--- config.mk ---
export PLATFORM = sky130hd
export DESIGN_NAME = afferent_noise
export DESIGN_NICKNAME = d
export VERILOG_FILES = /design/src/logic/rack_pkg.sv /design/src/logic/afferent_noise.sv
export VERILOG_INCLUDE_DIRS = /design/src /design/src/logic
export SDC_FILE = /design/constraint.sdc
export NUM_CORES = 1
export LEC_CHECK = 0
export BUFFER_PORTS_ARGS = -buffer_cell sky130_fd_sc_hd__buf_2
export CAP_MARGIN = 15
export CELL_PAD_IN_SITES_DETAIL_PLACEMENT = 1
export CELL_PAD_IN_SITES_GLOBAL_PLACEMENT = 2
export CORE_UTILIZATION = 30
export CTS_BUF_LIST = sky130_fd_sc_hd__clkbuf_8
export CTS_CLUSTER_SIZE = 14
export DETAILED_ROUTE_END_ITERATION = 10
export HOLD_SLACK_MARGIN = 0.15
export PLACE_DENSITY_LB_ADDON = 0.2
export SLEW_MARGIN = 30
export SYNTH_ARGS = -nofsm -noshare
export SYNTH_HDL_FRONTEND = slang
export SYNTH_SLANG_ARGS = --single-unit
--- constraint.sdc ---
create_clock -name ep50trig -period 2.2 [get_ports ep50trig]
set_input_delay 0.44 -clock ep50trig [delete_from_list [all_inputs] [get_ports ep50trig]]
set_output_delay 0.44 -clock ep50trig [all_outputs]
set_load 0.02 [all_outputs]
--- src/logic/rack_defs.svh ---
`ifndef RACK_DEFS_SVH
`define RACK_DEFS_SVH

// widths
`define WORD_W           32
`define PIPE_W           16
`define WAVE_DEPTH_LOG2  10             // 1024 samples per waveform
`define FIXED_SHIFT      6              // integer rate to fixed point current
`define NOISE_BITS       10             // lsbs of the current replaced by noise

// trigger strobe bits
`define TRIG_LCE         9
`define TRIG_DIVIDER     7

// control word bits
`define CTL_RESET_GLOBAL 0
`define CTL_FROM_PIPE    1
`define CTL_RESET_SIM    2

// register values after reset
`define LCE_DEFAULT      32'h3F800000   // 1.0 in single precision
`define DIVIDER_DEFAULT  32'd381        // half-periods, about 0.5x real time

// noise generator
`define LFSR_SEED_IA     32'h1
`define LFSR_SEED_II     32'h2
`define LFSR_TAP_A       32
`define LFSR_TAP_B       22
`define LFSR_TAP_C       2
`define LFSR_TAP_D       1

`endif

--- src/logic/rack_pkg.sv ---
package rack_pkg;

    `include "rack_defs.svh"

    // host side words
    typedef logic [`WORD_W-1:0] word_t;         // parameter or data word
    typedef logic [`PIPE_W-1:0] pipe_word_t;    // one pipe word or one wire half
    typedef logic [`PIPE_W-1:0] trig_t;         // one strobe bit per triggered register

    // simulation side words
    typedef logic [`WORD_W-1:0] time_tag_t;     // ticks since reset
    typedef logic [`WORD_W-1:0] rate_t;         // integer afferent rate, pps
    typedef logic [`WORD_W-1:0] current_t;      // fixed point current with noise in the lsbs
    typedef logic [`WORD_W-1:0] count_t;        // spikes in one tick period

    // waveform memory address
    typedef logic [`WAVE_DEPTH_LOG2-1:0] addr_t;

    // two pipe words make one sample, low half first
    typedef enum logic
    {
        LOW_HALF,
        HIGH_HALF
    } pipe_phase_t;

endpackage

--- src/logic/afferent_noise.sv ---
`timescale 1ns/1ps
`include "rack_defs.svh"

module afferent_noise
    import rack_pkg::*;
#(
    parameter word_t SEED = `LFSR_SEED_IA   // instances need distinct seeds
)
(
    input  logic     ep50trig,
    input  logic     i_reset_sim,
    input  rate_t    i_rate,        // integer afferent rate
    output current_t o_current      // fixed point rate with noisy lsbs
);

    word_t    lfsr;
    logic     feedback;
    current_t fixed_rate;

    // fibonacci taps 32, 22, 2, 1
    assign feedback = lfsr[`LFSR_TAP_A-1] ^ lfsr[`LFSR_TAP_B-1]
                    ^ lfsr[`LFSR_TAP_C-1] ^ lfsr[`LFSR_TAP_D-1];

    assign fixed_rate = current_t'(i_rate << `FIXED_SHIFT);

    always_ff @(posedge ep50trig or posedge i_reset_sim)
    begin
        if (i_reset_sim)
        begin
            lfsr      <= SEED;      // held at seed while sim is in reset
            o_current <= '0;
        end
        else
        begin
            lfsr      <= {lfsr[`WORD_W-2:0], feedback};    // one step per clock
            o_current <= {fixed_rate[`WORD_W-1:`NOISE_BITS], lfsr[`NOISE_BITS-1:0]};
        end
    end

endmodule

After elaboration in Yosys (flattened, before gate mapping)

Cells that the tools add are included.

Flip-flop bits (word level): 64

Bitwise gates (word level): 3

Operators by type and width:

| kind          | count |
|---|---|
| $xor A1 B1 Y1 | 3 |

Depth between registers and ports, before layout

Word-level depth: 3
Mapped depth: 2

Worst setup path after synthesis

Ideal clock, no wire load.

Path type: register -> output
Start: reg o_current[0]
End: out o_current[0]
Arrival time: 0.530 ns
Data required time: 1.760 ns
Slack: 1.230 ns
Cell stages (with the launch flop): 2
Path through: dfrtp_1 > buf_4

RTL lines:

| what                   | line                 | text |
|---|---|---|
| from (decl)            | afferent_noise.sv:13 | `output current_t o_current` |
| from (signal assigned) | afferent_noise.sv:36 | `` o_current <= {fixed_rate[`WORD_W-1:`NOISE_BITS], lfsr[`NOISE_BITS-1:0]}; `` |

No word-level cell between the ends.

Worst setup path in the final report

Start: reg o_current[0]
End: out o_current[0]

No word-level cell between the ends.

==> results.sh <==
export IMPL_p_comb_share_pct=5.4
export IMPL_seq_power_share_pct=61.4
export IMPL_dr_total_vias=701
export IMPL_max_cap_violations=0
export IMPL_clk_latency_ps=300
export IMPL_maxSlewHeadroom_pct=65.2
export IMPL_grt_use_met2_pct=15.3
export IMPL_drive_above_1_share_pct=54.1
export IMPL_rsz0062_at_grt="false"
export IMPL_syn_avg_cell_area_um2=21.4
export IMPL_cts_root_buffer="clkbuf_8"
export IMPL_setup_tns_final_ps=0
export IMPL_rr_startpoint="lfsr[0]$_DFF_PP1_"
export IMPL_antenna_left=0
export IMPL_cts_made_buffers=5
export IMPL_clock_sinks=54
export IMPL_antenna_cells=0
export IMPL_postCtsSetupBuffers=0
export IMPL_crit_path_cell_trace="buf_2"
export IMPL_period_share_pct=60.1
export IMPL_synth_seq_cells=54
export IMPL_critPathLaunchType="flip-flop"
export IMPL_power_density_nw_per_um2=901
export IMPL_swShare_pct=23.1
export IMPL_busiest_layer="met2"
export IMPL_hold_path_class="in2async"
export IMPL_p_leak_nw=1.00
export IMPL_status="finished clean"
export IMPL_criticalPathCategory="reg2out"
export IMPL_start_util_pct=32.4
export IMPL_worstPathMaxFanout=3
export IMPL_fillCellCount=466
export IMPL_hold_viol_final=0
export IMPL_rows=24
export IMPL_netlist_top_cell_by_area="dfrtp_1"
export IMPL_grt_usage_pct=10.3
export IMPL_ys_warn_count=0
export IMPL_syn_inst=68
export IMPL_endpoint_kind="output port"
export IMPL_final_setup_skew_ps=2.16
export IMPL_yosysMostFrequentCell="dfrtp_1"
export IMPL_clockBufferDepth=2
export IMPL_io_pins=66
export IMPL_hold_buffers=0
export IMPL_min_period_ps=1320
export IMPL_dieArea_um2=5140
export IMPL_post_drt_wl_per_cell_um=13.2
export IMPL_antenna_found_initial=0
export IMPL_fin_cells=174
export IMPL_cp_top_family="flip-flops"
export IMPL_gp_congestion=0.646
export IMPL_fp_dieW_um=71.7
export IMPL_htreeDepth=2
export IMPL_synthArstFlopShare_pct=100
export IMPL_cp_startpoint="o_current[0]$_DFF_PP0_"
export IMPL_met1_usage_pct=11.9
export IMPL_fmax_ghz=0.756
export IMPL_cts_clk_slew_worst_paths_ps=100
export IMPL_drv_slew=0
export IMPL_whs_ps=159
export IMPL_r2r_cells=2
export IMPL_grt_pass1_vias=748
export IMPL_p_clk_share_pct=33.2
export IMPL_tightest_slew_ps=522
export IMPL_cp_num_cells=1
export IMPL_nets=155
export IMPL_reg2reg_to="lfsr[0]$_DFF_PP1_"
export IMPL_yosysSeqAreaShare_pct=92.8
export IMPL_core_area_um2=4500
export IMPL_cts_tree="done"
export IMPL_critPathRequiredTime_ps=1760
export IMPL_total_power_mw=1.66
export IMPL_syn_area_um2=1460
export IMPL_rrSetupSlack_ps=1270
export IMPL_crit_end="o_current[0]"
export IMPL_ctsResizeCount=0
export IMPL_gr_total_overflow=0
export IMPL_finalSetupViolCount=0
export IMPL_grt_max_degree=31
export IMPL_arrival_ps=880
export IMPL_ys_top_cells_by_area="dfrtp_1 (91%), buf_4 (5.2%), dfstp_2 (1.8%)"
export IMPL_grt_pass1_wl_um=3740
export IMPL_p_sw_uw=382
export IMPL_first_pass_iters=2
export IMPL_ys_types=6
export IMPL_worst_path_max_delay_cell="dfrtp_1"
export IMPL_port_buffer_count=55
export IMPL_wl_um=2290
export IMPL_drc=0
export IMPL_max_stage_delay_ps=410
export IMPL_critPathBufInv=1
export IMPL_syn_nets=102
export IMPL_syn_to_final_growth_pct=26.0
export IMPL_drt_iter0_drc=37
export IMPL_routed_via_density=4.03
export IMPL_die_y_um=71.7
export IMPL_synth_edf_count=0
export IMPL_dp_cells=166
export IMPL_synth_commonest_cells="dfrtp_1 (53), buf_4 (10), xnor2_1 (2)"
export IMPL_internal_power_mw=1.27
export IMPL_ir_worst_vdd_v=0.000450
export IMPL_synth_top_area_share_pct=91.0
export IMPL_synth_main_ff_cell="dfrtp_1"
export IMPL_met3_usage_pct=5.06
[cell type report]
class | count | area (µm²) | area share (%)
timing repair buffer | 56 | 295 | 16.1
multi-input combinational | 3 | 26.3 | 1.43
tap | 52 | 65.1 | 3.54
clock buffer | 5 | 68.8 | 3.75
sequential | 54 | 1350 | 73.6
clock inverter | 3 | 25.0 | 1.36
inverter | 1 | 3.75 | 0.204
[per-layer routing]
metal  vias to the layer above  wire length, µm  share of wire, %
li1                        300                -                 -
met3                         5              195               8.5
met2                        36             1140                50
met5                         -                0                 0
met4                         0               49               2.1
met1                       360              905                40
[worst min path at each step]
stage                     cells after the start                 endpoint          startpoint
after detailed placement                      0       lfsr[31]$_DFF_PP0_  lfsr[30]$_DFF_PP0_
after global placement                        0       lfsr[21]$_DFF_PP0_  lfsr[20]$_DFF_PP0_
after CTS                                     2       lfsr[12]$_DFF_PP0_         i_reset_sim
final                                         2  o_current[12]$_DFF_PP0_         i_reset_sim
after global routing                          2       lfsr[17]$_DFF_PP0_         i_reset_sim
after floorplan                               0       lfsr[12]$_DFF_PP0_  lfsr[11]$_DFF_PP0_
[stage by stage]
step / util, % / setup WS [ps] / instance area [µm²]
2_1_floorplan: - / 447 / 1460
3_3_place_gp: 38.7 / 1090 / 1740
3_5_place_dp: 38.7 / 1060 / 1740
4_1_cts: 40.8 / 851 / 1840
5_1_grt: 40.8 / 828 / 1840
6_report: 40.8 / 878 / 1840
[cell families (layout without fill, tap and decap cells)]
group | Yosys count | after routing | synth area share (%)
DFF | 54 | 54 | 92.8
buffers and inverters | 11 | 65 | 5.41
xor gates and xnor gates | 3 | 3 | 1.80
[sequential cells by signal, summed over array words and instances, names as in the netlist]
name and count:
o_current 32, lfsr 22
[cells in the final DEF (no fill, tap or decap)]
| cell type | n |
|---|---|
| clkinvlp_4 | 1 |
| dfrtp_1 | 53 |
| buf_2 | 55 |
| inv_2 | 1 |
| inv_6 | 1 |
| dfstp_2 | 1 |
| clkinv_4 | 1 |
| buf_12 | 1 |
| xor2_1 | 1 |
| clkbuf_8 | 5 |
| xnor2_1 | 2 |
[power groups by stage]
stage	sequential (mW)	combinational, mW	clock (mW)
after global placement	1.04	0.0911	0
after detailed placement	1.04	0.0930	0
after CTS	1.02	0.0928	0.582
final	1.02	0.0898	0.549
after global routing	1.02	0.0988	0.614
after floorplan	1.06	0.0145	0
No activity file was read; power rests on OpenSTA's default activity.
