**src/logic/rack_defs.svh**
```systemverilog
`ifndef RACK_DEFS_SVH
`define RACK_DEFS_SVH

// widths
`define WORD_W           32
`define PIPE_W           16
`define WAVE_DEPTH_LOG2  10             // 1024 samples per waveform
`define FIXED_SHIFT      6              // integer rate to fixed point current
`define NOISE_BITS       10             // lsbs of the current replaced by noise

// trigger strobe bits
`define TRIG_LCE         9
`define TRIG_DIVIDER     7

// control word bits
`define CTL_RESET_GLOBAL 0
`define CTL_FROM_PIPE    1
`define CTL_RESET_SIM    2

// register values after reset
`define LCE_DEFAULT      32'h3F800000   // 1.0 in single precision
`define DIVIDER_DEFAULT  32'd381        // half-periods, about 0.5x real time

// noise generator
`define LFSR_SEED_IA     32'h1
`define LFSR_SEED_II     32'h2
`define LFSR_TAP_A       32
`define LFSR_TAP_B       22
`define LFSR_TAP_C       2
`define LFSR_TAP_D       1

`endif

```
**src/logic/rack_pkg.sv**
```systemverilog
package rack_pkg;

    `include "rack_defs.svh"

    // host side words
    typedef logic [`WORD_W-1:0] word_t;         // parameter or data word
    typedef logic [`PIPE_W-1:0] pipe_word_t;    // one pipe word or one wire half
    typedef logic [`PIPE_W-1:0] trig_t;         // one strobe bit per triggered register

    // simulation side words
    typedef logic [`WORD_W-1:0] time_tag_t;     // ticks since reset
    typedef logic [`WORD_W-1:0] rate_t;         // integer afferent rate, pps
    typedef logic [`WORD_W-1:0] current_t;      // fixed point current with noise in the lsbs
    typedef logic [`WORD_W-1:0] count_t;        // spikes in one tick period

    // waveform memory address
    typedef logic [`WAVE_DEPTH_LOG2-1:0] addr_t;

    // two pipe words make one sample, low half first
    typedef enum logic
    {
        LOW_HALF,
        HIGH_HALF
    } pipe_phase_t;

endpackage

```
**src/logic/param_bank.sv**
```systemverilog
`timescale 1ns/1ps
`include "rack_defs.svh"

module param_bank
    import rack_pkg::*;
(
    input  logic       ep50trig,
    input  logic       reset_global,
    input  trig_t      i_trig,
    input  pipe_word_t i_wire_hi,
    input  pipe_word_t i_wire_lo,
    input  pipe_word_t i_ctl,
    input  logic       i_ext_reset,
    input  logic       i_sim_tick,
    output word_t      o_lce,
    output word_t      o_half_cnt,
    output logic       o_reset_any,     // drives the timebase reset
    output logic       o_reset_sim,     // drives players, formatters, tallies
    output logic       o_from_pipe
);

    word_t wire_word;       // host data word, hi half on top
    logic  ext_reset_q;     // connector reset as seen at the last tick

    assign wire_word = {i_wire_hi, i_wire_lo};

    // each register loads the wire word on the edge its strobe is high
    always_ff @(posedge ep50trig or posedge reset_global)
    begin
        if (reset_global)
        begin
            o_lce      <= `LCE_DEFAULT;
            o_half_cnt <= `DIVIDER_DEFAULT;
        end
        else
        begin
            if (i_trig[`TRIG_LCE])
                o_lce <= wire_word;
            if (i_trig[`TRIG_DIVIDER])
                o_half_cnt <= wire_word;        // new rate takes hold at the next wrap
        end
    end

    // sample once per tick, glitches between ticks never reach reset_sim
    always_ff @(posedge ep50trig or posedge reset_global)
    begin
        if (reset_global)
            ext_reset_q <= 1'b0;
        else if (i_sim_tick)
            ext_reset_q <= i_ext_reset;
    end

    // control word decode
    assign o_reset_any = reset_global | i_ctl[`CTL_RESET_GLOBAL];
    assign o_reset_sim = o_reset_any | i_ctl[`CTL_RESET_SIM] | ext_reset_q; // global implies sim
    assign o_from_pipe = i_ctl[`CTL_FROM_PIPE];

endmodule

```
**config.mk**
```make
export PLATFORM = sky130hd
export DESIGN_NAME = param_bank
export DESIGN_NICKNAME = d
export VERILOG_FILES = /design/src/logic/rack_pkg.sv /design/src/logic/param_bank.sv
export VERILOG_INCLUDE_DIRS = /design/src /design/src/logic
export SDC_FILE = /design/constraint.sdc
export NUM_CORES = 1
export LEC_CHECK = 0
export ABC_AREA = 1
export BUFFER_PORTS_ARGS = -buffer_cell sky130_fd_sc_hd__buf_4
export CAP_MARGIN = 20
export CORE_ASPECT_RATIO = 0.9
export CORE_MARGIN = 8
export CORE_UTILIZATION = 28
export DETAILED_ROUTE_END_ITERATION = 8
export PLACE_DENSITY_LB_ADDON = 0.1
export SYNTH_ARGS = -nofsm -noshare
export SYNTH_HDL_FRONTEND = slang
export SYNTH_SLANG_ARGS = --single-unit
```
**constraint.sdc**
```tcl
create_clock -name ep50trig -period 2.7 [get_ports ep50trig]
set_input_delay 0.27 -clock ep50trig [delete_from_list [all_inputs] [get_ports ep50trig]]
set_output_delay 0.27 -clock ep50trig [all_outputs]
set_load 0.01 [all_outputs]
```
# After elaboration in Yosys (flattened, before gate mapping)
# Cells that the tools add are included.
op_classes:
  bitwise_logic: 3
ops:
  columns: ["op", "count"]
  rows:
  - ["$or 1x1->1", 3]
word_totals:
  register_bits: 65
  inputBits: 68

# Longest topological paths before layout
logic_depth:
  ltp_word: 3
  ltp_mapped: 5

# Worst setup path after synthesis
# Ideal clock, no wire load.
synth_path:
  kind: "flip-flop to output port"
  start: "register o_lce[23]"
  end: "output port o_lce[23]"
  arrival_ns: 0.536
  path_slack_ns: 1.894
  stages_incl_launch_ff: 1
  path_buffers: 0
  cell_sequence: "dfstp_2"
synth_rtl:
  columns: ["item", "line_no", "rtl"]
  rows:
  - ["start, declared", "param_bank.sv:15", "output word_t o_lce,"]
  - ["start signal, assigned", "param_bank.sv:32", "o_lce <= `LCE_DEFAULT;"]
  - ["start signal, assigned", "param_bank.sv:38", "o_lce <= wire_word;"]
# No word-level cell between the ends.

# Worst setup path after layout
layout_path:
  start: "register ext_reset_q"
  end: "output port o_reset_sim"
layout_between:
  elab_chain_cells: 1
layout_rtl:
  columns: ["item", "line_no", "rtl"]
  rows:
  - ["start, declared", "param_bank.sv:23", "logic ext_reset_q;"]
  - ["start signal, assigned", "param_bank.sv:50", "ext_reset_q <= i_ext_reset;"]
  - ["$or 1x1->1", "param_bank.sv:55", "assign o_reset_sim = o_reset_any | i_ctl[`CTL_RESET_SIM] | ext_reset_q;"]
  - ["end, declared", "param_bank.sv:18", "output logic o_reset_sim,"]
# Every way passes these cells.

==> reports/metrics.csv <==
metric,value,unit
status,completed,
io_buffer_count,105,
placedInstanceArea,3420,µm²
total_power,0.00231,W
fin_skew,0,ns
vdd_ir_drop_max,0.000199,V
crit_path_start_kind,flop,
std_cell_rows,33,
type_of_element_capturing_the_critical_path,primary output,
postCtsResizedCells,0,
drc_errors,0,
clock_path_buffers,2,
maxSlewHeadroom,0.534,
synth_top_cell_area_share,0.487,
number_of_antenna_violations_at_the_first_check_in_global_routing,0,
placedCellCount,496,
first_global_vias,2235,
seq_area_frac_synth,0.627,
final_core_utilization,0.395,
wire_length_of_the_first_global_routing_pass,11.8,mm
postSynthCellCount,283,
cts_hold_repair.buffers,0,
worst_slew_pin_slew,0.698,ns
arrival,1.01,ns
synth-seq-cells,65,
synth_nets,351,
path_class,reg2out,
cts-buffers-inserted,9,
finalNonFillerCells,512,
grt_setup_unrepaired,no,
io-pin-count,135,
drt-initial-drc-count,102,
area_growth_syn_to_layout,37.5,%
powerDensity,641,nW/µm²
die-width,118,µm
final_critical_path_share_of_the_clock_period,0.473,
static-leakage-power,1.99,nW
drt-pass1-iter-count,4,
drv_cap,0,
total_negative_setup_slack,0,ns
dr_total_vias,2108,
finalNetCount,453,
ys_dominant_reg_cell,sky130_fd_sc_hd__dfrtp_1,
final_design_area_no_fill,3610,µm²
placeableCoreArea,9130,µm²
cts_root_buf,sky130_fd_sc_hd__clkbuf_8,
pin_count_of_the_biggest_net_entering_global_routing,35,
netlist-cell-type-count,12,
post_route_cells_drive_above_1_share,0.387,
required_worst_endpoint,2.43,ns
share_of_synthesized_flip_flops_with_an_asynchronous_set_or_reset,1.00,
ys_top_cells_by_area,"sky130_fd_sc_hd__dfrtp_1, sky130_fd_sc_hd__nand2_1, sky130_fd_sc_hd__dfstp_2, sky130_fd_sc_hd__buf_6, sky130_fd_sc_hd__nand2_2",
syn-mean-instance-area,9.27,µm²
cts_tree,done,
htree_levels,3,
via_per_inst,4.12,
hold_viol_final,0,
global_route.usage.total,0.117,
insertedDiodeCount,0,
timing.hold.worst.class,in2async,
path_clk_slew,0.07,ns
syn_area,2620,µm²
synth_commonest_cells,"sky130_fd_sc_hd__nand2_1, sky130_fd_sc_hd__dfrtp_1, sky130_fd_sc_hd__nand2_2, sky130_fd_sc_hd__dfstp_2, sky130_fd_sc_hd__buf_6",
timing.final.setup_violations,0,
fill_cells,979,
max_freq,0.784,GHz
cts_setup_buffers,0,
min_period,1.28,ns
dieArea,12700,µm²
worstSkewPairLatency,0.32,ns
post_drt_wl_per_cell,13.8,µm
gp_routability_congestion,0.681,
worst-path-max-fanout,2,
route.antenna.remaining_nets,0,
yosysMostFrequentCell,sky130_fd_sc_hd__nand2_1,
post-synth-top-area-cell,sky130_fd_sc_hd__dfrtp_1,
cts.sink_count,65,
die_h,108,µm
number_of_slew_limit_violations_in_the_final_report,0,
hpwlAfterDp,4.82,mm
route.final.wire_length,7.06,mm
synth_edf_count,0,
ys_warn_count,0,
grt_overflow,0,
start_util,0.287,
==> layout make-up <==
type | count | area (µm²) | area share
inverters | 5 | 31.3 | 0.00867
flip-flops and latches | 65 | 1640 | 0.456
multi-input cells | 198 | 781 | 0.217
well taps | 122 | 153 | 0.0423
clock buffers | 13 | 149 | 0.0413
clock inverters | 3 | 40.0 | 0.0111
repair buffers | 106 | 808 | 0.224
==> sequential cells by signal (all words and copies together) (netlist names) <==
name / count
o_lce: 32
o_half_cnt: 32
ext_reset_q: 1
==> layout by cell type (no fill, tap or decap) <==
cell                          n
sky130_fd_sc_hd__clkbuf_8    10
sky130_fd_sc_hd__inv_1        2
sky130_fd_sc_hd__dfstp_2     14
sky130_fd_sc_hd__buf_12       1
sky130_fd_sc_hd__nand2_2     15
sky130_fd_sc_hd__buf_4      105
sky130_fd_sc_hd__nor2_1       2
sky130_fd_sc_hd__bufinv_16    1
sky130_fd_sc_hd__dfrtp_1     51
sky130_fd_sc_hd__inv_2        1
sky130_fd_sc_hd__inv_8        1
sky130_fd_sc_hd__clkbuf_1     3
sky130_fd_sc_hd__nand2_1    181
sky130_fd_sc_hd__clkinv_2     2
sky130_fd_sc_hd__inv_6        1
==> per-layer routing <==
layer,global-route usage,vias to the layer above,share of wire
met1,0.150,994,0.47
met3,0.0509,7,0.085
met4,0.0530,0,0.0085
met2,0.167,66,0.44
li1,-,1041,-
met5,0,-,0
==> worst max-delay path: stages (launching register included) <==
cell                      delay, ns
sky130_fd_sc_hd__dfrtp_1       0.39
sky130_fd_sc_hd__nor2_1        0.10
sky130_fd_sc_hd__nand2_1       0.06
sky130_fd_sc_hd__buf_4         0.14
==> kinds of logic (layout without fill, tap and decap cells) <==
group | after synthesis | after routing | synth area share
DFF | 65 | 65 | 0.627
buffers and inverters | 20 | 127 | 0.0754
and+or+nand+nor | 198 | 198 | 0.298
==> path summary, 6_finish.rpt <==
check,startpoint,slack (ns),to,depth (start not counted)
worst max-delay path,ext_reset_q,1.42,o_reset_sim,3
max in group asynchronous,reset_global,1.92,o_half_cnt[4],3
worst min-delay path,reset_global,0.06,ext_reset_q,2
worst min register to register,o_half_cnt[5],0.46,o_half_cnt[5],2
worst max register to register,o_lce[25],1.99,o_lce[25],2
min in group ep50trig,i_ext_reset,0.14,ext_reset_q,3
==> metrics by stage <==
stage | hold slack, ns | setup WS (ns)
2_1_floorplan | 0.358 | 0.827
3_3_place_gp | 0.450 | 1.50
3_5_place_dp | 0.446 | 1.51
4_1_cts | 0.0782 | 1.39
5_1_grt | 0.106 | 1.33
6_report | 0.0606 | 1.42
==> report_power, final <==
group | total, W | internal, W | switching (W)
sequential | 0.00113 | 0.00107 | 0.0000534
clock | 0.000801 | 0.000450 | 0.000350
combinational | 0.000382 | 0.000185 | 0.000197
Note: power is estimated with default switching activity, not from simulation.
