<file path="src/logic/rack_defs.svh">
`ifndef RACK_DEFS_SVH
`define RACK_DEFS_SVH

// widths
`define WORD_W           32
`define PIPE_W           16
`define WAVE_DEPTH_LOG2  10             // 1024 samples per waveform
`define FIXED_SHIFT      6              // integer rate to fixed point current
`define NOISE_BITS       10             // lsbs of the current replaced by noise

// trigger strobe bits
`define TRIG_LCE         9
`define TRIG_DIVIDER     7

// control word bits
`define CTL_RESET_GLOBAL 0
`define CTL_FROM_PIPE    1
`define CTL_RESET_SIM    2

// register values after reset
`define LCE_DEFAULT      32'h3F800000   // 1.0 in single precision
`define DIVIDER_DEFAULT  32'd381        // half-periods, about 0.5x real time

// noise generator
`define LFSR_SEED_IA     32'h1
`define LFSR_SEED_II     32'h2
`define LFSR_TAP_A       32
`define LFSR_TAP_B       22
`define LFSR_TAP_C       2
`define LFSR_TAP_D       1

`endif

</file>
<file path="src/logic/rack_pkg.sv">
package rack_pkg;

    `include "rack_defs.svh"

    // host side words
    typedef logic [`WORD_W-1:0] word_t;         // parameter or data word
    typedef logic [`PIPE_W-1:0] pipe_word_t;    // one pipe word or one wire half
    typedef logic [`PIPE_W-1:0] trig_t;         // one strobe bit per triggered register

    // simulation side words
    typedef logic [`WORD_W-1:0] time_tag_t;     // ticks since reset
    typedef logic [`WORD_W-1:0] rate_t;         // integer afferent rate, pps
    typedef logic [`WORD_W-1:0] current_t;      // fixed point current with noise in the lsbs
    typedef logic [`WORD_W-1:0] count_t;        // spikes in one tick period

    // waveform memory address
    typedef logic [`WAVE_DEPTH_LOG2-1:0] addr_t;

    // two pipe words make one sample, low half first
    typedef enum logic
    {
        LOW_HALF,
        HIGH_HALF
    } pipe_phase_t;

endpackage

</file>
<file path="src/logic/sim_timebase.sv">
`timescale 1ns/1ps

module sim_timebase
    import rack_pkg::*;
(
    input  logic      ep50trig,
    input  logic      i_reset,          // pin reset or host reset request
    input  word_t     i_half_cnt,       // half-period of the tick in clocks
    output logic      o_sim_tick,       // one clock wide, every 2*half clocks
    output time_tag_t o_time            // ticks since reset
);

    word_t half_eff;        // half-count with zero read as one
    word_t last_cnt;        // final count of one tick period
    word_t div_cnt;

    assign half_eff = (i_half_cnt == '0) ? word_t'(1) : i_half_cnt;
    assign last_cnt = (half_eff << 1) - word_t'(1);

    // divider, >= also catches a shorter period loaded mid-count
    always_ff @(posedge ep50trig or posedge i_reset)
    begin
        if (i_reset)
        begin
            div_cnt    <= '0;
            o_sim_tick <= 1'b0;
        end
        else if (div_cnt >= last_cnt)
        begin
            div_cnt    <= '0;
            o_sim_tick <= 1'b1;     // registered, first tick 2*half clocks after release
        end
        else
        begin
            div_cnt    <= div_cnt + word_t'(1);
            o_sim_tick <= 1'b0;
        end
    end

    // time tag steps the cycle after each tick
    always_ff @(posedge ep50trig or posedge i_reset)
    begin
        if (i_reset)
            o_time <= '0;
        else if (o_sim_tick)
            o_time <= o_time + time_tag_t'(1);
    end

endmodule

</file>
<file path="config.mk">
export PLATFORM = sky130hd
export DESIGN_NAME = sim_timebase
export DESIGN_NICKNAME = d
export VERILOG_FILES = /design/src/logic/rack_pkg.sv /design/src/logic/sim_timebase.sv
export VERILOG_INCLUDE_DIRS = /design/src /design/src/logic
export SDC_FILE = /design/constraint.sdc
export NUM_CORES = 1
export LEC_CHECK = 0
export ABC_CLOCK_PERIOD_IN_PS = 6230
export BUFFER_PORTS_ARGS = -buffer_cell sky130_fd_sc_hd__buf_2
export CAP_MARGIN = 0
export CORE_AREA = 2 2 102 104
export DETAILED_ROUTE_END_ITERATION = 8
export DIE_AREA = 0 0 104 106
export PLACE_DENSITY_LB_ADDON = 0.15
export SYNTH_ARGS = -nofsm -noshare
export SYNTH_HDL_FRONTEND = slang
export SYNTH_SLANG_ARGS = --single-unit
export TNS_END_PERCENT = 30
</file>
<file path="constraint.sdc">
create_clock -name ep50trig -period 6.23 [get_ports ep50trig]
set_clock_uncertainty 0.2 [all_clocks]
set_input_delay 0.623 -clock ep50trig [delete_from_list [all_inputs] [get_ports ep50trig]]
set_output_delay 0.623 -clock ep50trig [all_outputs]
set_load 0.02 [all_outputs]
</file>
---- Word-level counts from Yosys, hierarchy flattened ----
Cells that the tools add are included.
operators by class
  add/sub/neg operators ................... 3
  muxes and demuxes ....................... 3
  reductions and logical operators ........ 1
  order comparisons ....................... 1
operators by type and width
  operator                 count
  $add A32 B1 Y32 const B  2
  $ge A32 B32 Y1           1
  $logic_not A32 Y1        1
  $mux W32                 1
  $sub A32 B1 Y32 const B  1
  $mux W31                 1
  $mux W1                  1
word-level totals
  register bits after elaboration ......... 65
  input port bits ......................... 34

---- Longest topological paths before layout ----
  word-level depth ........................ 5
  depth in mapped cells ................... 18
  depth with buffers taken out ............ 15

---- Least setup slack after synthesis ----
Ideal clock, no wire load.
  path kind ............................... in2reg
  start ................................... input port i_half_cnt[22]
  end ..................................... register div_cnt[2]
  required time ........................... 5.892 ns
  path slack .............................. 1.600 ns
  data arrival time ....................... 4.292 ns
  cell stages on the path ................. 18
  library setup time ...................... 0.138 ns
  cell sequence ........................... or4_4 nor4_4 and4bb_2 nor2_1 ha_1 and3_1 clkbuf_1 and3b_1 clkbuf_1 and2b_2 xnor2_1 ha_1 nand4_1 nor4_1 o311ai_0 a31oi_1 buf_2 nor3_1
between the ends
  word-level cells in the longest chain between the ends .. 5
RTL lines
  element               RTL line            text
  start, declared       sim_timebase.sv:8   input word_t i_half_cnt,
  $logic_not A32 Y1     sim_timebase.sv:17  assign half_eff = (i_half_cnt == '0) ? word_t'(1) : i_half_cnt;
  $mux W31 *            sim_timebase.sv:17
  $sub A32 B1 Y32 *     sim_timebase.sv:18  assign last_cnt = (half_eff << 1) - word_t'(1);
  $ge A32 B32 Y1 *      sim_timebase.sv:28  else if (div_cnt >= last_cnt)
  $mux W32 *            sim_timebase.sv:28
  end signal, assigned  sim_timebase.sv:35  div_cnt <= div_cnt + word_t'(1);
  end, declared         sim_timebase.sv:15  word_t div_cnt;
Every way passes the cells marked *; elsewhere a longest branch is shown, timed or not.
A chain may end at the register's enable or synchronous reset.

---- Worst setup path after layout ----
  start ................................... input port i_half_cnt[22]
  end ..................................... register div_cnt[13]
Same word-level chain as after synthesis.

==> impl_metrics.env <==
export IMPL_yosysWarningCount=0
export IMPL_rsz0062_at_grt="no"
export IMPL_p_seq_share_pct=46.9
export IMPL_p_clk_share_pct=30.5
export IMPL_die_h_um=106
export IMPL_clock_latency_ps=340
export IMPL_root_buffer="clkbuf_8"
export IMPL_min_from="o_time[31]"
export IMPL_async_flop_share_pct=100.0
export IMPL_grt_max_degree=66
export IMPL_synthFlopType="dfrtp_1"
export IMPL_p_int_mw=0.8127
export IMPL_hold_path_class="flip-flop to flip-flop"
export IMPL_first_pass_iters=4
export IMPL_antenna_cells=0
export IMPL_numCtsBuffers=9
export IMPL_die_w_um=104
export IMPL_fmax_mhz=199.2
export IMPL_reg2reg_from="div_cnt[25]"
export IMPL_synth_nets=519
export IMPL_avgSynthCellArea_um2=9.621
export IMPL_comb_power_share_pct=22.6
export IMPL_synthDistinctLibCells=47
export IMPL_hold_violations=0
export IMPL_yosysSeqAreaShare_pct=37.49
export IMPL_min_delay_path_depth=1
export IMPL_finalSetupViolations=0
export IMPL_synth_top_area_share_pct=37.49
export IMPL_yosys_area_top_type="dfrtp_1"
export IMPL_synth_area_mm2=0.004339
export IMPL_drc_errors=0
export IMPL_cts_sinks=65
export IMPL_r2r_slack_ps=3540
export IMPL_crit_path_end_kind="flip-flop"
export IMPL_clockBufferDepth=2
export IMPL_antenna_left=0
export IMPL_routed_wl_um=9255
export IMPL_fin_crit_ps=5019
export IMPL_holdPathEnd="o_time[31]"
export IMPL_tightest_slew_ps=1036
export IMPL_powerDensity_mw_per_mm2=244.2
export IMPL_maxSlewHeadroom_pct=30.64
export IMPL_setup_tns_ps=0
export IMPL_start_util_pct=43.39
export IMPL_cts_setup_buffers=0
export IMPL_p_switching_mw=0.4177
export IMPL_routabilityCongestion=0.7890
export IMPL_netSwitchingFraction_pct=33.95
export IMPL_cts_clk_slew_worst_paths_ps=80
export IMPL_synth_seq_cells=65
export IMPL_cts_tree="yes"
export IMPL_status="finished, final reports clean"
export IMPL_finalCritPeriodShare_pct=80.57
export IMPL_fin_util_pct=50.39
export IMPL_synth_edf_count=0
export IMPL_port_buffers=66
export IMPL_peakVddDrop_mv=0.09375
export IMPL_core_area_mm2=0.01000
export IMPL_via_per_inst=5.325
export IMPL_track_usage_pct=17.59
export IMPL_worstRegToRegCells=7
export IMPL_routed_via_count=3520
export IMPL_antenna_found_initial=0
export IMPL_finalMaxSlewViolations=0
export IMPL_critical_path_required_ps=6200
export IMPL_crit_path_max_fanout=33
export IMPL_path_class="input pin to flip-flop"
export IMPL_grt_pass1_wl_um=15960
export IMPL_fin_nets=588
export IMPL_synth_area_leaders="dfrtp_1 (37%), xnor2_1 (10%), ha_1 (9.8%), xor2_1 (7.1%), nor3_1 (4.6%)"
export IMPL_dp_hpwl_um=7011
export IMPL_cp_arrival_ps=4990
export IMPL_hold_buffers=0
export IMPL_drtIter0Drc=172
export IMPL_grt_pass1_vias=3372
export IMPL_area_growth_pct=16.12
export IMPL_dieArea_mm2=0.01102
export IMPL_grt_overflow=0
export IMPL_leakagePower_nw=2.285
export IMPL_netlist_instances=451
export IMPL_num_rows=37
export IMPL_drive_gt1_share_pct=19.43
export IMPL_htreeDepth=3
export IMPL_io_pins=67
export IMPL_maxCapViolCount=0
export IMPL_rr_endpoint="div_cnt[13]"
export IMPL_ctsResizeCount=0
export IMPL_crit_path_start_kind="input pin"
export IMPL_routedWlPerCell_um=14.00
## layout make-up
class / instances / area (um^2)
Timing Repair Buffer: 70 / 372.9
Clock buffer: 10 / 137.6
Inverter: 5 / 18.77
Clock inverter: 6 / 72.57
Sequential cell: 65 / 1627
Multi-Input combinational cell: 369 / 2640
Tap cell: 136 / 170.2
Fill cell: 979 / 4961
## cell families after synthesis
kind of cell	after synthesis	share of synthesized area [%]
AO/OA/AOI/OAI	28	3.777
buffers and inverters	17	1.816
XOR/XNOR	87	17.56
AND/OR/NAND/NOR	219	29.30
multiplexers	1	0.2595
flip-flops	65	37.49
adder cells (fa/ha/maj)	34	9.804
## cells in the final DEF, fill, tap and decap left out, types with 2 or more instances in the layout
cell type,n
and2b_2,2
nor2_1,21
nor4_1,7
dfrtp_1,65
nand3b_1,4
nand3_1,29
or3_1,3
nor4b_1,5
o21ai_0,4
ha_1,34
nor4_4,2
xnor2_1,52
and2_1,5
inv_1,4
and3b_1,2
clkbuf_8,10
buf_4,3
nor2b_1,2
a21oi_1,14
and4_1,9
nand2b_1,2
inv_6,2
nand2_1,35
or2_2,3
and3_1,14
a21o_1,2
xor2_1,35
a31oi_1,3
nor3_1,40
buf_2,66
or4_1,3
nand4_1,21
## stage by stage
step                setup slack [ps]  cells  area (um^2)  hold slack, ps  total power [mW]
global placement               919.3    645         4828           256.9            0.8540
detailed placement             883.0    645         4828           268.8            0.8658
CTS                             1234    661         5039           281.2             1.245
global route                   930.8    661         5039           293.3             1.316
floorplan                       1600    451         4339           285.7            0.7612
finish                          1211    661         5039           275.3             1.230
## state kept, by name (all words and copies together) (netlist names)
register / cells
div_cnt: 32
o_time: 32
o_sim_tick: 1
## cells in the mapped netlist (all sizes together) (9+ instances only)
master  count
xnor2      52
nand3      30
nand2      35
nor2       21
nand4      21
and3       14
dfrtp      65
a21oi      14
ha         34
nor4        9
xor2       35
nor3       41
and4        9
## worst max-delay path by stage
stage | from | end | slack, ps | cells after the start
2_1_floorplan | i_half_cnt[22] | div_cnt[2] | 1600 | 18
3_3_place_gp | i_half_cnt[22] | div_cnt[30] | 920 | 17
3_5_place_dp | i_half_cnt[22] | div_cnt[13] | 880 | 17
4_1_cts | i_half_cnt[22] | div_cnt[13] | 1230 | 17
5_1_grt | i_half_cnt[22] | div_cnt[24] | 930 | 17
6_report | i_half_cnt[22] | div_cnt[13] | 1210 | 17
## worst max-delay path, stage by stage
cell	delay, ps
buf_2	120
or4_4	570
nor4_4	340
and4bb_2	320
nor2_1	70
ha_1	230
and3_1	240
and3b_1	300
and2b_2	240
xnor2_1	120
ha_1	300
nand4_1	100
nor4_1	480
o311ai_0	280
a31oi_2	190
buf_4	360
nor3_1	100
## routing by layer
metal	up-vias	global-route usage (%)	wire, um
met5	-	0	0
met4	0	5.695	99
met3	8	3.188	254
met2	51	27.77	4248
met1	1687	24.56	4653
li1	1774	-	-
## power by group through the flow
stage	registers, mW	clock network (mW)	logic [mW]
floorplan	0.575	0	0.186
global placement	0.583	0	0.271
detailed placement	0.585	0	0.281
CTS	0.578	0.386	0.282
global route	0.590	0.404	0.322
finish	0.577	0.375	0.278
(Power assumes the default switching activity.)
