`config.mk`:
```
export PLATFORM = sky130hd
export DESIGN_NAME = spike_tally
export DESIGN_NICKNAME = d
export VERILOG_FILES = /design/src/logic/rack_pkg.sv /design/src/logic/spike_tally.sv
export VERILOG_INCLUDE_DIRS = /design/src /design/src/logic
export SDC_FILE = /design/constraint.sdc
export NUM_CORES = 1
export LEC_CHECK = 0
export CAP_MARGIN = 20
export CORE_MARGIN = 2
export CORE_UTILIZATION = 28
export DETAILED_ROUTE_END_ITERATION = 8
export DONT_BUFFER_PORTS = 1
export PLACE_DENSITY_LB_ADDON = 0.25
export SKIP_CTS_REPAIR_TIMING = 1
export SLEW_MARGIN = 20
export SYNTH_ARGS = -nofsm -noshare
export SYNTH_HDL_FRONTEND = slang
export SYNTH_SLANG_ARGS = --single-unit
```
`constraint.sdc`:
```
create_clock -name ep50trig -period 2.2 [get_ports ep50trig]
set_clock_uncertainty 0.1 [all_clocks]
set_input_delay 0.22 -clock ep50trig [delete_from_list [all_inputs] [get_ports ep50trig]]
set_output_delay 0.22 -clock ep50trig [all_outputs]
set_load 0.005 [all_outputs]
```
`src/logic/rack_defs.svh`:
```
`ifndef RACK_DEFS_SVH
`define RACK_DEFS_SVH

// widths
`define WORD_W           32
`define PIPE_W           16
`define WAVE_DEPTH_LOG2  10             // 1024 samples per waveform
`define FIXED_SHIFT      6              // integer rate to fixed point current
`define NOISE_BITS       10             // lsbs of the current replaced by noise

// trigger strobe bits
`define TRIG_LCE         9
`define TRIG_DIVIDER     7

// control word bits
`define CTL_RESET_GLOBAL 0
`define CTL_FROM_PIPE    1
`define CTL_RESET_SIM    2

// register values after reset
`define LCE_DEFAULT      32'h3F800000   // 1.0 in single precision
`define DIVIDER_DEFAULT  32'd381        // half-periods, about 0.5x real time

// noise generator
`define LFSR_SEED_IA     32'h1
`define LFSR_SEED_II     32'h2
`define LFSR_TAP_A       32
`define LFSR_TAP_B       22
`define LFSR_TAP_C       2
`define LFSR_TAP_D       1

`endif

```
`src/logic/rack_pkg.sv`:
```
package rack_pkg;

    `include "rack_defs.svh"

    // host side words
    typedef logic [`WORD_W-1:0] word_t;         // parameter or data word
    typedef logic [`PIPE_W-1:0] pipe_word_t;    // one pipe word or one wire half
    typedef logic [`PIPE_W-1:0] trig_t;         // one strobe bit per triggered register

    // simulation side words
    typedef logic [`WORD_W-1:0] time_tag_t;     // ticks since reset
    typedef logic [`WORD_W-1:0] rate_t;         // integer afferent rate, pps
    typedef logic [`WORD_W-1:0] current_t;      // fixed point current with noise in the lsbs
    typedef logic [`WORD_W-1:0] count_t;        // spikes in one tick period

    // waveform memory address
    typedef logic [`WAVE_DEPTH_LOG2-1:0] addr_t;

    // two pipe words make one sample, low half first
    typedef enum logic
    {
        LOW_HALF,
        HIGH_HALF
    } pipe_phase_t;

endpackage

```
`src/logic/spike_tally.sv`:
```
`timescale 1ns/1ps

module spike_tally
    import rack_pkg::*;
(
    input  logic   ep50trig,
    input  logic   i_reset_sim,
    input  logic   i_spike,         // one clock per spike
    input  logic   i_sim_tick,
    output count_t o_count          // spikes in the last tick period
);

    count_t run_cnt;        // spikes since the last tick
    count_t run_next;       // count including this cycle's pulse

    assign run_next = run_cnt + count_t'(i_spike);

    always_ff @(posedge ep50trig or posedge i_reset_sim)
    begin
        if (i_reset_sim)
        begin
            run_cnt <= '0;
            o_count <= '0;
        end
        else if (i_sim_tick)
        begin
            o_count <= run_next;    // a pulse on the tick cycle closes this period
            run_cnt <= '0;
        end
        else
        begin
            run_cnt <= run_next;
        end
    end

endmodule

```
======== Word level (Yosys, flattened, before mapping) ========
Index checks and enable logic that the tools add are counted.
storage, ports and cells
  output and inout port bits .............. 32
  register bits after elaboration ......... 64
operators by class
  add/subtract/negate cells ............... 1
  mux-type cells .......................... 1
operators by type and width
  cell                    count
  adder 32 x 1 -> 32 bit  1
  two-way mux 32 bit      1

======== Longest topological paths before layout ========
Gate-level depths: netlist of run 1.
  depth after elaboration ................. 2
  mapped depth ............................ 6
  gate-level depth less buffers ........... 5

======== Least setup slack after synthesis of run 1 ========
Ideal clock, no wire load.
  path kind ............................... reg-to-reg
  from .................................... reg run_cnt[0]
  to ...................................... reg o_count[20]
  setup time .............................. 0.082 ns
  setup slack ............................. 0.017 ns
  arrival time ............................ 2.001 ns
  required time ........................... 2.018 ns
  stages on the path, launching flop included .. 7
  path through ............................ dfrtp_1 > ha_1 > nand4_4 > or4_1 > buf_2 > or4_1 > a31oi_1
on the way
  word-level cells in the longest chain between the ends .. 1
RTL lines
  item                      line               RTL
  start: declaration        spike_tally.sv:13  count_t run_cnt;
  start signal: assignment  spike_tally.sv:32  run_cnt <= run_next;
  adder 32 x 1 -> 32 bit    spike_tally.sv:16  assign run_next = run_cnt + count_t'(i_spike);
  end signal: assignment    spike_tally.sv:27  o_count <= run_next;
  end: declaration          spike_tally.sv:10  output count_t o_count
No other way between the ends.
A chain may end at the register's enable or synchronous reset.

======== Worst setup path in the final report of run 1 ========
  from .................................... reg run_cnt[0]
  to ...................................... reg o_count[26]
The elaborated chain is that of the path after synthesis.

==> results of run 1 <==
## critical path, stage by stage, from the launching register on
cell and delay, ns:
dfrtp_2 0.41, ha_4 0.17, nand4_4 0.14, or4_4 0.61, or4b_4 0.51, a31oi_1 0.14
## registers in the layout, indices dropped and copies added, names as in the netlist
signal and flops:
o_count 32, run_cnt 32
## per-layer routing
layer | wire [µm] | vias to the layer above | share of wire (%)
li1 | - | 1139 | -
met1 | 3190 | 1113 | 46
met2 | 3110 | 45 | 45
met3 | 567 | 5 | 8.2
met4 | 51 | 0 | 0.74
met5 | 0 | - | 0
## metrics by stage
| stage | instances | worst slack (ns) | hold slack [ns] |
|---|---|---|---|
| after global placement | 439 | -0.0716 | 0.110 |
| after CTS | 455 | -0.153 | -0.274 |
| after detailed placement | 439 | -0.122 | 0.113 |
| final | 476 | 0.0297 | -0.163 |
| after global routing | 476 | -0.0516 | -0.188 |
| after floorplan | 292 | 0.0166 | 0.382 |
## path summary, 6_finish.rpt
path                       depth (start not counted)  slack (ns)           to   startpoint
max                                                5        0.03  o_count[26]   run_cnt[0]
min                                                1       -0.16   run_cnt[4]   i_sim_tick
max reg2reg                                        5        0.03  o_count[26]   run_cnt[0]
min reg2reg                                        2        0.46  o_count[31]  o_count[31]
max in group asynchronous                          3        1.41  o_count[30]  i_reset_sim
min in group asynchronous                          3        0.27   o_count[0]  i_reset_sim
## cells by family (layout without fill, tap and decap cells)
| kind of cell | Yosys count | count (layout) | synth area share [%] |
|---|---|---|---|
| xor+xnor | 14 | 14 | 4.25 |
| buf+inv | 24 | 71 | 3.47 |
| simple gates | 122 | 123 | 22.6 |
| compound gates | 65 | 65 | 13.0 |
| mux | 1 | 1 | 0.390 |
| fa+ha+maj | 2 | 2 | 0.866 |
| flops | 64 | 64 | 55.5 |
## Yosys cell counts, types with 3 or more instances
cell and number:
dfrtp_1 64, nor2_1 50, a21oi_1 31, a31oi_1 17, nand2_1 15, clkbuf_1 13, nand3_1 10, nand4_1 10
xnor2_1 10, or4_1 9, o21ai_0 7, o31ai_1 7, inv_1 6, nor3_1 5, or3_1 4, xor2_1 4
and4_1 3
## layout make-up
| type | count | area (µm²) |
|---|---|---|
| Sequential cell | 64 | 1600 |
| Inverter | 6 | 22.5 |
| Timing Repair Buffer | 49 | 420 |
| Tap cell | 136 | 170 |
| Multi-Input combinational cell | 205 | 1310 |
| Fill cell | 1060 | 6460 |
| Clock buffer | 9 | 124 |
| Clock inverter | 7 | 77.6 |
## cell usage in the layout, fill, tap and decap left out, types with 2 or more instances in the layout
| master | instances |
|---|---|
| or3_1 | 4 |
| or3_2 | 2 |
| a31oi_1 | 16 |
| nor2_1 | 50 |
| o31ai_1 | 3 |
| dfrtp_1 | 63 |
| inv_6 | 3 |
| a21oi_1 | 30 |
| ha_4 | 2 |
| nor3_1 | 5 |
| xor2_1 | 4 |
| and4_1 | 3 |
| o41ai_2 | 2 |
| or2_2 | 2 |
| clkbuf_8 | 9 |
| nand2_1 | 15 |
| nand3_1 | 10 |
| buf_4 | 32 |
| o31ai_2 | 3 |
| or4_1 | 3 |
| or4_4 | 10 |
| inv_1 | 5 |
| xnor2_1 | 10 |
| dlygate4sd3_1 | 16 |
| nand4bb_1 | 2 |
| o21ai_0 | 7 |
| nand4_1 | 10 |
## report_power, final
part | switching, mW | leakage (nW) | internal, mW
Combinational | 0.0562 | 0.549 | 0.0639
Clock | 0.499 | 0.101 | 0.535
Sequential | 0.0424 | 0.843 | 1.22
==> impl_metrics.py, run 1 <==
metrics = {
    "grt": {
        "busiest_layer": "met2",
        "grt-ovfl-total": 0,
        "met3_usage_pct": 5.81,
        "grt_pass1_vias": 2207,
        "gr-usage-met1_pct": 16.4,
        "grt_usage_pct": 12.8,
        "gr-usage-met2_pct": 19.1,
        "antenna_found_initial": 0,
        "grt_max_degree": 96,
        "grt_pass1_wl_um": 11200,
    },
    "floorplanning": {
        "die_area_mm2": 0.0111,
        "coreArea_mm2": 0.0102,
        "start_util_pct": 28.4,
        "die_h_um": 106,
        "ioPinCount": 36,
        "core.rowCount": 37,
        "fp.dieW_um": 106,
    },
    "timing": {
        "max_freq_mhz": 461,
        "rsz0062_at_grt": "yes",
        "slew_viol_final": 0,
        "max-slew-margin-rel_pct": 69.4,
        "tns_ns": 0,
        "tightest_slew_ns": 0.456,
        "hold_viol_final": 49,
        "period_share_pct": 98.7,
        "whs_ns": -0.163,
        "setup_viol": 0,
        "fin_crit_ns": 2.17,
    },
    "yosys": {
        "synth_top_area_cell": "dfrtp_1",
        "yosysTopAreaCellShare_pct": 55.5,
        "synthFlopType": "dfrtp_1",
        "yosysWarnings": 0,
        "ys_seq_area_share_pct": 55.5,
        "syn-num-nets": 298,
        "synth_area_leaders": "dfrtp_1 (55%), nor2_1 (6.5%), a21oi_1 (5.4%)",
        "netlist_area_mm2": 0.00289,
        "synth_area_per_cell_um2": 9.89,
        "synth-edff-count": 0,
        "synthArstFlopShare_pct": 100,
        "ys_ff_latch": 64,
        "ys_types": 35,
        "syn_inst": 292,
    },
    "placed_design": {
        "gp_congestion": 0.840,
        "placed_cell_area_mm2": 0.00321,
        "portBuffers": 0,
        "dp_hpwl_um": 4500,
    },
    "power_and_ir_drop": {
        "leakagePower_nw": 1.49,
        "p_per_area_mw_per_mm2": 650,
        "total_power_mw": 2.42,
        "peakVddDrop_v": 0.000323,
    },
    "setup_path": {
        "arrival_ns": 2.33,
        "cp_max_fo": 6,
        "cp-end-kind": "flop",
        "cp_data_required_time_ns": 2.36,
        "path_class": "reg2reg",
        "worstSetupStartpointType": "flop",
    },
    "hold_path": {
        "hp-class": "in2reg",
    },
    "layout": {
        "area_growth_syn_to_layout_pct": 29.0,
        "post-route-cell-area_mm2": 0.00372,
        "drive_gt1_share_pct": 23.8,
        "n_antenna_cell": 0,
        "final_core_util_pct": 36.6,
        "finalNetCount": 341,
    },
    "detailed_routing": {
        "viasPerCell": 4.84,
        "wl_per_cell_um": 14.5,
        "route.detailed.drc": 0,
        "drtPass1Iterations": 5,
        "ant_nets": 0,
        "routed-via-count": 2302,
        "drt_first_iter_violations": 128,
        "routed_wl_um": 6920,
    },
    "cts": {
        "clk_pin_slew_ns": 0.08,
        "cts_tree": "yes",
        "cts_buffer_depth": 2,
        "clock_sinks": 64,
        "cts_root_buffer": "clkbuf_8",
        "h-tree-depth": 3,
        "insertion_delay_ns": 0.35,
        "numCtsBuffers": 9,
    },
    "run_status": {
        "violations": "negative hold slack",
        "status": "finished, violations left",
    },
    "run": {
        "drv_cap": 0,
    },
}
No activity file was read; power rests on OpenSTA's default activity.
==> inputs of run 2 (changes only) <==
--- a/config.mk
+++ b/config.mk
@@ -11,7 +11,7 @@
 export CORE_UTILIZATION = 28
 export DETAILED_ROUTE_END_ITERATION = 8
 export DONT_BUFFER_PORTS = 1
-export PLACE_DENSITY_LB_ADDON = 0.25
+export PLACE_DENSITY = 0.5
 export SKIP_CTS_REPAIR_TIMING = 1
 export SLEW_MARGIN = 20
 export SYNTH_ARGS = -nofsm -noshare
==> run 2 against run 1 <==
  * The run ends with negative hold slack, negative setup slack left
  * Critical path depth did not move
  * Cell count fell by 0.21%
  * Total power fell by 2.8%
  * Hold slack improved by 0.0062 ns
  * Clock-buffer cell count rose by 1
==> impl_metrics.py, run 2 (synthesized netlist as in run 1, its figures left out) <==
metrics = {
    "run_status": {
        "status": "finished, violations left",
        "violations": "negative hold slack, negative setup slack",
    },
    "power_and_ir_drop": {
        "p_per_area_mw_per_mm2": 631,
        "power.share.clock_pct": 41.1,
        "peakVddDrop_v": 0.000393,
        "switching_share_pct": 23.3,
        "switchingPower_uw": 549,
        "total_power_mw": 2.35,
        "leakagePower_nw": 1.48,
        "combPwrFrac_pct": 5.0,
        "p_seq_share_pct": 53.8,
        "intPower_mw": 1.80,
    },
    "layout": {
        "final-seq-area_mm2": 0.00160,
        "drive_gt1_share_pct": 24.5,
        "final_common_cell": "dfrtp_1",
        "largestRegisters": "o_count (32), run_cnt (32)",
        "multi_input_area_mm2": 0.00134,
        "final_cells": 475,
        "area_growth_syn_to_layout_pct": 29.1,
        "n_antenna_cell": 0,
        "layout_common_cells": "dfrtp_1 (64), nor2_1 (50), buf_4 (33)",
        "finalNetCount": 340,
        "nFillCells": 1065,
    },
    "setup_path": {
        "critPathBufInv": 0,
        "cp-end-kind": "flop",
        "crit_path_frequent_cell": "or4_4",
        "cp_data_required_time_ns": 2.36,
        "critPathTopFamily": "simple AND/OR/NAND/NOR gates",
        "cp_max_fo": 6,
        "worstPathCellList": "ha_4 > nand4_4 > or4_4 > or4_4 > a31oi_2",
        "critPathSlowestCell": "or4_4",
        "arrival_ns": 2.37,
        "worstSetupStartpointType": "flop",
        "rrSetupSlack_ns": -0.01,
        "path_class": "reg2reg",
        "slowest_delay_ns": 0.60,
    },
    "grt": {
        "antenna_found_initial": 0,
        "grt_pass1_wl_um": 11000,
        "met3_usage_pct": 5.57,
        "grt-ovfl-total": 0,
        "grt_usage_pct": 12.6,
        "busiest_layer": "met2",
        "gr-usage-met2_pct": 18.3,
        "grt_max_degree": 96,
        "grt_pass1_vias": 2106,
        "gr-usage-met1_pct": 16.8,
    },
    "timing": {
        "max-slew-margin-rel_pct": 57.9,
        "setup_viol": 1,
        "slew_viol_final": 0,
        "rsz0062_at_grt": "yes",
        "final.setup.worst_slack_ns": -0.0111,
        "tightest_slew_ns": 0.626,
        "whs_ns": -0.156,
        "period_share_pct": 101,
        "fin_crit_ns": 2.21,
        "max_freq_mhz": 452,
        "hold_viol_final": 51,
    },
    "placed_design": {
        "dp_cells": 438,
        "portBuffers": 0,
        "dp_hpwl_um": 4490,
        "gp_congestion": 0.823,
    },
    "floorplanning": {
        "die_area_mm2": 0.0111,
        "ioPinCount": 36,
        "core.rowCount": 37,
        "start_util_pct": 28.4,
        "fp.dieW_um": 106,
        "coreArea_mm2": 0.0102,
        "die_h_um": 106,
    },
    "detailed_routing": {
        "drt_first_iter_violations": 112,
        "routed_wl_um": 7040,
        "drtPass1Iterations": 4,
        "viasPerCell": 4.96,
        "wl_per_cell_um": 14.8,
        "ant_nets": 0,
        "routed-via-count": 2354,
        "route.detailed.drc": 0,
    },
    "cts": {
        "cts_root_buffer": "clkbuf_8",
        "h-tree-depth": 3,
        "insertion_delay_ns": 0.34,
        "numCtsBuffers": 9,
        "cts_buffer_depth": 2,
        "clock_sinks": 64,
        "clk_pin_slew_ns": 0.07,
        "cts_tree": "yes",
    },
    "run": {
        "drv_cap": 0,
    },
    "hold_path": {
        "hp-class": "in2reg",
    },
}
==> run 2: routing by layer <==
metal | share of wire, % | vias to the layer above
met3 | 7.4 | 7
li1 | - | 1141
met4 | 1.2 | 0
met1 | 45 | 1157
met2 | 47 | 49
met5 | 0 | -
==> run 2: layout make-up <==
| class | count | share of cell area (%) |
|---|---|---|
| multi-input cells | 205 | 35.9 |
| well taps | 136 | 4.56 |
| clock buffers | 10 | 3.42 |
| inverters | 6 | 0.604 |
| clock inverters | 6 | 1.61 |
| flip-flops and latches | 64 | 43.0 |
| repair buffers | 48 | 10.9 |
==> run 2: worst paths after layout <==
| kind | from | end | cells past startpoint |
|---|---|---|---|
| max | run_cnt[0] | o_count[24] | 5 |
| min | i_sim_tick | run_cnt[4] | 1 |
| max reg2reg | run_cnt[0] | o_count[24] | 5 |
| min reg2reg | o_count[9] | o_count[9] | 2 |
| max in group asynchronous | i_reset_sim | run_cnt[31] | 3 |
| min in group asynchronous | i_reset_sim | run_cnt[0] | 3 |
==> run 2: stage by stage <==
stage	util [%]	setup slack [ns]	instance area, µm²	setup TNS [ns]
floorplan	-	0.0166	2890	0
global placement	31.4	-0.0612	3200	-0.214
detailed placement	31.4	-0.122	3200	-0.839
CTS	33.3	-0.116	3390	-0.813
global route	36.6	-0.0871	3730	-0.628
finish	36.6	-0.0111	3730	-0.0111
==> run 2: power groups by stage <==
| stage | sequential, mW | clock [mW] | combinational [mW] |
|---|---|---|---|
| after floorplan | 1.28 | 0 | 0.0885 |
| after global placement | 1.29 | 0 | 0.0895 |
| after detailed placement | 1.29 | 0 | 0.0910 |
| after CTS | 1.27 | 1.00 | 0.0908 |
| after global routing | 1.27 | 1.06 | 0.138 |
| final | 1.27 | 0.968 | 0.118 |
==> run 2: worst reg2reg max path, stage by stage, from the launching register on <==
cell and delay [ns]:
dfrtp_1 0.42, ha_4 0.18, nand4_4 0.14, or4_4 0.60, or4_4 0.56, a31oi_2 0.15
